**config.mk**
```make
export PLATFORM = sky130hd
export DESIGN_NAME = time_base
export DESIGN_NICKNAME = d
export VERILOG_FILES = /design/src/logic/soc_pkg.sv /design/src/logic/time_base.sv
export SDC_FILE = /design/constraint.sdc
export NUM_CORES = 1
export LEC_CHECK = 0
export BUFFER_PORTS_ARGS = -buffer_cell sky130_fd_sc_hd__buf_4
export CAP_MARGIN = 0
export CORE_MARGIN = 2
export CORE_UTILIZATION = 45
export CTS_CLUSTER_SIZE = 16
export DETAILED_ROUTE_END_ITERATION = 10
export PLACE_DENSITY_LB_ADDON = 0.08
export SLEW_MARGIN = 10
export SYNTH_ARGS = -nofsm -noshare
export SYNTH_HDL_FRONTEND = slang
export SYNTH_SLANG_ARGS = --single-unit
```
**constraint.sdc**
```tcl
create_clock -name clk_in -period 4.2 [get_ports clk_in]
set_clock_uncertainty 0.15 [all_clocks]
set_input_delay 1.26 -clock clk_in [delete_from_list [all_inputs] [get_ports clk_in]]
set_output_delay 1.26 -clock clk_in [all_outputs]
set_load 0.02 [all_outputs]
```
**src/logic/soc_pkg.sv**
```systemverilog
package soc_pkg;

    typedef logic [31:0] addr_t;
    typedef logic [31:0] word_t;
    typedef logic [63:0] count_t;

    // Byte offset inside the 32-byte timer window
    typedef logic [4:0] mmio_off_t;

    localparam int MMIO_OFF_W = 5;

    localparam addr_t MMIO_BASE = 32'hF000_0000;

    localparam mmio_off_t MTIME_LO    = 5'h00;
    localparam mmio_off_t MTIME_HI    = 5'h04;
    localparam mmio_off_t MTIMECMP_LO = 5'h08;
    localparam mmio_off_t MTIMECMP_HI = 5'h0C;
    localparam mmio_off_t CYCLE_LO    = 5'h10;
    localparam mmio_off_t CYCLE_HI    = 5'h14;

    // Who holds the shared memory
    typedef enum logic [1:0] {
        OWN_NONE,
        OWN_INST,
        OWN_DATA
    } owner_e;

endpackage

```
**src/logic/time_base.sv**
```systemverilog
`timescale 1ns/1ns

module time_base #(
    parameter int FMAX_MHZ = 27
) (
    input  logic            clk_in,
    input  logic            rst_n,
    output soc_pkg::count_t cycle_count,
    output soc_pkg::count_t mtime
);

    localparam int PRE_W = (FMAX_MHZ > 1) ? $clog2(FMAX_MHZ) : 1;

    logic [PRE_W-1:0] prescale;
    logic             us_tick;

    assign us_tick = (prescale == PRE_W'(FMAX_MHZ - 1)); // One microsecond elapsed

    always_ff @(posedge clk_in) begin
        if (!rst_n) begin
            prescale    <= '0;
            cycle_count <= '0;
            mtime       <= '0;
        end else begin
            cycle_count <= cycle_count + 64'd1;
            if (us_tick) begin
                prescale <= '0;
                mtime    <= mtime + 64'd1;
            end else begin
                prescale <= prescale + PRE_W'(1);
            end
        end
    end

endmodule

```
==> results.py <==
metrics = {
    "outcome": {
        "status": "finished, final reports clean",
    },
    "clock_network": {
        "cts_resized": 0,
        "post_cts_buffers": 0,
        "cts_root_buf": "clkbuf_16",
        "clkSinkCount": 133,
        "tritoncts": "yes",
        "ctsHoldBuffers": 0,
        "insertion_delay_ps": 420,
        "cts_made_buffers": 17,
        "htreeDepth": 4,
        "clk_pin_slew_ps": 50,
        "clk_path_buf_depth": 2,
    },
    "setup_path": {
        "arrival_ps": 3100,
        "crit_type": "flop to flop",
        "crit_path_end_kind": "flop",
        "cpMaxStageDelayCell": "or4_4",
        "crit_fanout": 22,
        "worstPathRequired_ps": 4400,
        "path_cells": "nand3_1 > or4_1 > or4_4 > or4_1 > a21oi_1",
        "critPathMaxStageDelay_ps": 720,
        "worstSetupStartpoint": "mtime[3]",
        "cp-start-kind": "flop",
        "path_common_cell": "or4_1",
        "r2r_start": "mtime[3]",
    },
    "logic_synthesis": {
        "synth-async-reset-ratio_pct": 0,
        "synth.area.top_cells": "dfxtp_1, a21oi_1, nand4_1",
        "ys_seq_elements": 133,
        "synth_top_area_share_pct": 42.1,
        "ys.flop_type": "dfxtp_1",
        "syn_inst": 774,
        "synth_top_cell_by_area": "dfxtp_1",
        "synth_edf_count": 0,
        "synth.distinct_cells": 37,
        "syn-num-nets": 780,
        "ys_warn_count": 0,
        "synth_area_sq_um": 6320,
        "synth_area_per_cell_sq_um": 8.16,
        "seq_area_frac_synth_pct": 42.1,
    },
    "placement": {
        "pre_cts_ws_ps": 1350,
        "gp_congestion": 0.846,
        "dp_hpwl_mm": 11.9,
        "portBuffers": 129,
    },
    "pwr": {
        "power_mw": 2.71,
        "p_per_area_nw_per_um2": 339,
        "ir_drop_v": 0.000257,
        "leakagePower_nw": 2.69,
    },
    "die": {
        "die_width_um": 122,
        "core-area_sq_um": 13800,
        "dieHeight_um": 122,
        "ios": 130,
        "start_util_pct": 45.9,
        "rows": 43,
        "die_area_sq_um": 15000,
    },
    "timing": {
        "post-route-min-period_ps": 2900,
        "hold_viol_final": 0,
        "drv_slew": 0,
        "setup_slack_ps": 1300,
        "fmax_mhz": 345,
        "max_slew_margin_pct": 22.6,
        "hold_slack_ps": 313,
        "fin_setup_tns_ps": 0,
        "tightestPinTransition_ps": 1150,
        "grt_setup_unrepaired": "false",
        "setup_viol": 0,
        "layout_worst_path_cycle_share_pct": 69.0,
    },
    "drt": {
        "drcViolationCount": 0,
        "drt_wl_total_mm": 17.0,
        "dr.pass1.iters": 5,
        "drt-initial-drc-count": 488,
        "viasPerCell": 5.80,
        "drtAntennaViolNets": 0,
        "wl_per_cell_um": 15.6,
        "vias": 6318,
    },
    "layout": {
        "area_growth_syn_to_layout_pct": 26.3,
        "diodes": 0,
        "drive_above_1_share_pct": 18.7,
        "final_nets": 903,
        "fin_util_pct": 57.9,
        "num-fill-cells": 1321,
    },
    "global_routing": {
        "grt_pass1_vias": 5736,
        "busiest_layer": "met2",
        "grt_max_degree": 62,
        "grt-ovfl-total": 0,
        "grt_use_met3_pct": 5.53,
        "grt_first_pass_wirelength_mm": 27.6,
        "met2_usage_pct": 36.0,
        "grt_usage_pct": 22.8,
        "grt_util_met1_pct": 30.4,
        "antenna_found_initial": 0,
    },
    "job": {
        "max_cap_viol_count": 0,
    },
    "worst_hold_path": {
        "min_from": "prescale[0]",
        "holdCritPathClass": "flop to flop",
    },
}
cell usage after synthesis, types with 7 or more instances:
library cell,instances
and3_1,12
nor4_1,19
inv_1,26
nand2_1,50
nor2_1,77
nand4_1,47
o31ai_1,24
o41ai_1,8
and4_1,7
or3_1,43
nand4b_1,7
dfxtp_1,133
clkbuf_1,25
xnor2_1,25
xor2_1,26
nor3_1,18
nand3_1,47
a21oi_1,74
or4_1,34
o21ai_0,39
cells by family after synthesis:
kind of cell,Yosys count,share of synthesized area [%]
AND/OR/NAND/NOR,374,32.3
XOR/XNOR,51,7.07
AO/OA/AOI/OAI,155,14.2
adder cells (fa/ha/maj),4,0.792
flip-flops,133,42.1
buffers and inverters,57,3.52
registers in the layout, summed over array words and instances (netlist names):
name	count
cycle_count	64
prescale	5
mtime	64
report_power, final:
part	switching (mW)	internal, mW
combinational	0.0294	0.0102
sequential	0.00632	1.27
clock	0.524	0.871
total	0.560	2.15
metrics by stage:
stage,std cells,area [sq um]
final,1089,7980
after global routing,1089,7980
after CTS,1089,7980
after detailed placement,1058,7430
after global placement,1058,7430
after floorplan,774,6320
final timing paths:
kind	depth (start not counted)	endpoint	slack, ps
max	5	mtime[37]	1300
min	1	prescale[0]	310
max reg2reg	5	mtime[37]	1300
min reg2reg	1	prescale[0]	310
placed cells by master, fill, tap and decap left out, drive strengths merged, types with 3 or more instances in the layout:
cell type / instances
nor2: 77
and3: 12
o21a: 5
nand4b: 7
clkinv: 4
a31o: 3
inv: 26
or2: 4
nand3: 48
clkbuf: 27
and4: 7
a21oi: 74
or3: 43
o21ai: 39
nand2: 50
xnor2: 25
nor4: 19
buf: 134
ha: 4
dfxtp: 133
nor3: 19
xor2: 26
nand4: 47
o41ai: 8
and2: 3
o31ai: 24
or4: 35
cell type report:
class	instances	area, sq um	area share (%)
sequential	133	2660	33.4
multi-input combinational	584	3430	43.0
timing repair buffer	134	1010	12.6
tap	180	225	2.82
clock inverter	4	45.0	0.565
clock buffer	27	503	6.30
inverter	27	103	1.29
critical path, delay by kind of cell, from the launching register on:
family             cells  cell delay [ps]
and+or+nand+nor        4             2050
DFF                    1              480
AOI/OAI and AO/OA      1              150
routing by layer:
layer / up-vias / routed length [um]
li1: 3124 / -
met1: 3000 / 7800
met2: 171 / 8010
met3: 23 / 939
met4: 0 / 244
met5: - / 0
No activity file was read; power rests on OpenSTA's default activity.
