<file path="config.mk">
export PLATFORM = sky130hd
export DESIGN_NAME = mem_bus_arbiter
export DESIGN_NICKNAME = d
export VERILOG_FILES = /design/src/logic/soc_pkg.sv /design/src/logic/mem_bus_arbiter.sv
export SDC_FILE = /design/constraint.sdc
export NUM_CORES = 1
export LEC_CHECK = 0
export ABC_AREA = 1
export BUFFER_PORTS_ARGS = -buffer_cell sky130_fd_sc_hd__buf_2
export CAP_MARGIN = 20
export CELL_PAD_IN_SITES_DETAIL_PLACEMENT = 1
export CELL_PAD_IN_SITES_GLOBAL_PLACEMENT = 2
export CORE_ASPECT_RATIO = 1.75
export CORE_MARGIN = 5
export CORE_UTILIZATION = 10
export CTS_CLUSTER_DIAMETER = 80
export DETAILED_ROUTE_END_ITERATION = 8
export GPL_TIMING_DRIVEN = 0
export PLACE_DENSITY = 0.95
export SLEW_MARGIN = 20
export SYNTH_ARGS = -nofsm -noshare
export SYNTH_HDL_FRONTEND = slang
export SYNTH_SLANG_ARGS = --single-unit
</file>
<file path="constraint.sdc">
create_clock -name clk_in -period 1.3 [get_ports clk_in]
set_clock_uncertainty 0.05 [all_clocks]
set_input_delay 0.39 -clock clk_in [delete_from_list [all_inputs] [get_ports clk_in]]
set_output_delay 0.39 -clock clk_in [all_outputs]
set_load 0.05 [all_outputs]
</file>
<file path="src/logic/soc_pkg.sv">
package soc_pkg;

    typedef logic [31:0] addr_t;
    typedef logic [31:0] word_t;
    typedef logic [63:0] count_t;

    // Byte offset inside the 32-byte timer window
    typedef logic [4:0] mmio_off_t;

    localparam int MMIO_OFF_W = 5;

    localparam addr_t MMIO_BASE = 32'hF000_0000;

    localparam mmio_off_t MTIME_LO    = 5'h00;
    localparam mmio_off_t MTIME_HI    = 5'h04;
    localparam mmio_off_t MTIMECMP_LO = 5'h08;
    localparam mmio_off_t MTIMECMP_HI = 5'h0C;
    localparam mmio_off_t CYCLE_LO    = 5'h10;
    localparam mmio_off_t CYCLE_HI    = 5'h14;

    // Who holds the shared memory
    typedef enum logic [1:0] {
        OWN_NONE,
        OWN_INST,
        OWN_DATA
    } owner_e;

endpackage

</file>
<file path="src/logic/mem_bus_arbiter.sv">
`timescale 1ns/1ns

module mem_bus_arbiter (
    input  logic           clk_in,
    input  logic           rst_n,

    input  logic           i_req_valid,
    output logic           i_req_ready,
    input  soc_pkg::addr_t i_req_addr,
    output logic           i_resp_valid,
    output soc_pkg::word_t i_resp_rdata,

    input  logic           d_req_valid,
    output logic           d_req_ready,
    input  soc_pkg::addr_t d_req_addr,
    input  logic           d_req_wen,
    input  soc_pkg::word_t d_req_wdata,
    output logic           d_resp_valid,
    output soc_pkg::word_t d_resp_rdata,

    output logic           m_req_valid,
    input  logic           m_req_ready,
    output soc_pkg::addr_t m_req_addr,
    output logic           m_req_wen,
    output soc_pkg::word_t m_req_wdata,
    input  logic           m_resp_valid,
    input  soc_pkg::word_t m_resp_rdata
);

    soc_pkg::owner_e owner_q;
    logic            idle;
    logic            sel_data;
    logic            accept;

    assign idle     = (owner_q == soc_pkg::OWN_NONE);
    assign sel_data = d_req_valid; // Data wins a tie
    assign accept   = m_req_valid && m_req_ready;

    assign m_req_valid = idle && (d_req_valid || i_req_valid);
    assign m_req_addr  = sel_data ? d_req_addr : i_req_addr;
    assign m_req_wen   = sel_data && d_req_wen; // Instruction side only reads
    assign m_req_wdata = d_req_wdata;

    assign d_req_ready = idle && m_req_ready;
    assign i_req_ready = idle && !d_req_valid && m_req_ready;

    assign d_resp_valid = m_resp_valid && (owner_q == soc_pkg::OWN_DATA);
    assign i_resp_valid = m_resp_valid && (owner_q == soc_pkg::OWN_INST);
    assign d_resp_rdata = m_resp_rdata;
    assign i_resp_rdata = m_resp_rdata;

    always_ff @(posedge clk_in) begin
        if (!rst_n) begin
            owner_q <= soc_pkg::OWN_NONE;
        end else begin
            case (owner_q)
                soc_pkg::OWN_NONE: begin
                    if (accept) begin
                        owner_q <= sel_data ? soc_pkg::OWN_DATA : soc_pkg::OWN_INST;
                    end
                end
                soc_pkg::OWN_INST,
                soc_pkg::OWN_DATA: begin
                    if (m_resp_valid) begin
                        owner_q <= soc_pkg::OWN_NONE;
                    end
                end
                default: owner_q <= soc_pkg::OWN_NONE;
            endcase
        end
    end

endmodule

</file>
==> flow_summary.json <==
{
  "outcome": "finished, violations left",
  "violations": "setup timing",
  "dp.cells": 606,
  "wl_per_cell_um": 14.8,
  "path_buf_inv": 2,
  "yosysTopAreaCellShare_pct": 54.7,
  "viasPerCell": 3.61,
  "vias": 2250,
  "fin_crit_ns": 1.59,
  "syn_avg_cell_area_um2": 5.68,
  "start_kind": "register",
  "die_h_um": 162,
  "grt_pass1_wl_um": 14100,
  "worst-path-stages": 5,
  "finalNonFillerCells": 624,
  "yosysSeqAreaShare_pct": 3.04,
  "finalHoldViolations": 0,
  "setup_ws_ns": -0.286,
  "critPathMaxStageDelay_ns": 0.32,
  "clk_pin_slew_ns": 0.03,
  "finalCoreUtilization_pct": 31.4,
  "period_share_pct": 122,
  "design.core.area_um2": 12900,
  "syn2layout_area_growth_pct": 209,
  "holdWs_ns": 0.382,
  "cts_tree": "yes",
  "final_antenna_net_count": 0,
  "dieArea_um2": 15700,
  "max-slew-margin-rel_pct": 81.7,
  "powerDensity_nw_per_um2": 883,
  "crit_path_max_fanout": 5,
  "antenna_found_initial": 0,
  "rr_worst_depth": 5,
  "criticalPathCategory": "register to primary output",
  "cts_root_buf": "clkbuf_16",
  "htreeDepth": 1,
  "rsz0062_at_grt": "true",
  "routed_wl_um": 9230,
  "fp-row-count": 55,
  "ios": 269,
  "grt_pass1_vias": 2567,
  "finalSetupViolations": 38,
  "drv_cap": 0,
  "ys_warn_count": 0,
  "tightest_slew_ns": 0.277,
  "first_pass_iters": 2,
  "maxSlewViolCount": 0,
  "worstPathArrival_ns": 1.15,
  "fin_nets": 593,
  "grt_max_degree": 11,
  "gp_congestion": 0.779,
  "ys_ff_latch": 2,
  "crit_family": "flip-flops",
  "cts_hold_buf": 0,
  "top_regs": "owner_q: 2 flops",
  "portBuffers": 203,
  "hp-class": "input port to register",
  "synth.area.top_cells": "buf_4, nand2_1, dfxtp_1",
  "start_util_pct": 10.2,
  "crit_chain": "inv_2, ha_4, nand2_4, nor2_4, buf_8",
  "largest_reg_flops": 2,
  "clk_latency_ns": 0.22,
  "most-common-layout-cells": "buf_2, buf_4, nand2_4",
  "grt_overflow": 0,
  "antenna_cells": 0,
  "crit_path_end_kind": "primary output",
  "peakVddDrop_uv": 683,
  "clk_path_buf_depth": 2,
  "drive_gt1_share_pct": 94.0,
  "hold-path-cell-count": 3,
  "numClockSinks": 2,
  "die_w_um": 96.8,
  "grt_util_all_layers_pct": 11.3,
  "drt_iter0_drc": 25,
  "required_ns": 0.86,
  "fmax_mhz": 630,
  "seqCellArea_um2": 42.5,
  "n_fill_cell": 1535,
  "slowest_stage": "dfxtp_2",
  "drc": 0,
  "leakage_nw": 2.30,
  "ys_types": 13,
  "synthCells": 232,
  "yosys.area.top_type": "buf_4",
  "syn_area_um2": 1320,
  "multi_input_area_um2": 1170,
  "dp_hpwl_um": 7650,
  "final_common_cell": "buf_2",
  "cts_made_buffers": 3,
  "syn-num-nets": 370,
  "top_register": "owner_q"
}
-- metal layers --
layer	wire [µm]	global-route usage, %	vias up
li1	-	-	1035
met4	66	2.68	0
met1	2430	9.48	1006
met5	0	0	-
met2	5440	23.7	207
met3	1300	4.90	2
-- cells in the mapped netlist --
master / count
nand2_1: 107
buf_4: 96
inv_1: 7
buf_2: 6
ha_1: 3
nor2_1: 3
a21oi_1: 2
dfxtp_1: 2
nand3_1: 2
buf_6: 1
inv_2: 1
nand2_2: 1
o21ai_2: 1
-- cells by family after synthesis --
family          Yosys count  share of synthesized area (%)
compound gates            3                           1.42
buf+inv                 111                           60.1
fa+ha+maj                 3                           2.85
flops                     2                           3.04
simple gates            113                           32.6
-- layout make-up --
class	count	share of cell area, %
Multi-Input combinational cell	119	28.9
Clock buffer	3	1.85
Sequential cell	2	1.05
Buffer	101	20.4
Timing Repair Buffer	220	41.0
Tap cell	171	5.26
Inverter	8	1.57
-- worst paths after layout --
kind	start	endpoint	slack (ns)
setup / recovery	owner_q[1]	i_req_ready	-0.29
hold / removal	rst_n	owner_q[1]	0.38
setup reg to reg	owner_q[0]	owner_q[0]	0.11
hold reg to reg	owner_q[1]	owner_q[1]	0.46
-- repair_timing --
| action | in CTS | in global routing |
|---|---|---|
| buffers inserted | 11 | 3 |
| pin swaps | 24 | 14 |
| endpoints found under the setup margin | 38 | 38 |
| endpoints found under the hold margin | 0 | 0 |
| gates resized for setup | 185 | 31 |
| cloned | 5 | 0 |
-- report_power, final --
group          internal [W]  switching, W
logic               0.00114       0.00185
registers          0.000103     0.0000377
clock network      0.000392     0.0000746
total               0.00163       0.00196
-- worst min-delay path, stage by stage --
cell and delay, ns:
buf_2 0.12, nand2_1 0.07, nor2_1 0.03
-- through the flow --
stage | setup TNS [ns] | cell area (µm²) | total power, W | worst slack (ns)
finish | -8.05 | 4070 | 0.00359 | -0.286
global route | -9.26 | 4070 | 0.00376 | -0.321
CTS | -8.72 | 3990 | 0.00356 | -0.297
detailed placement | -10.56 | 2990 | 0.00256 | -0.352
global placement | -10.45 | 2990 | 0.00253 | -0.360
floorplan | -1.78 | 1760 | 0.00203 | -0.0632
No activity file was read; power rests on OpenSTA's default activity.
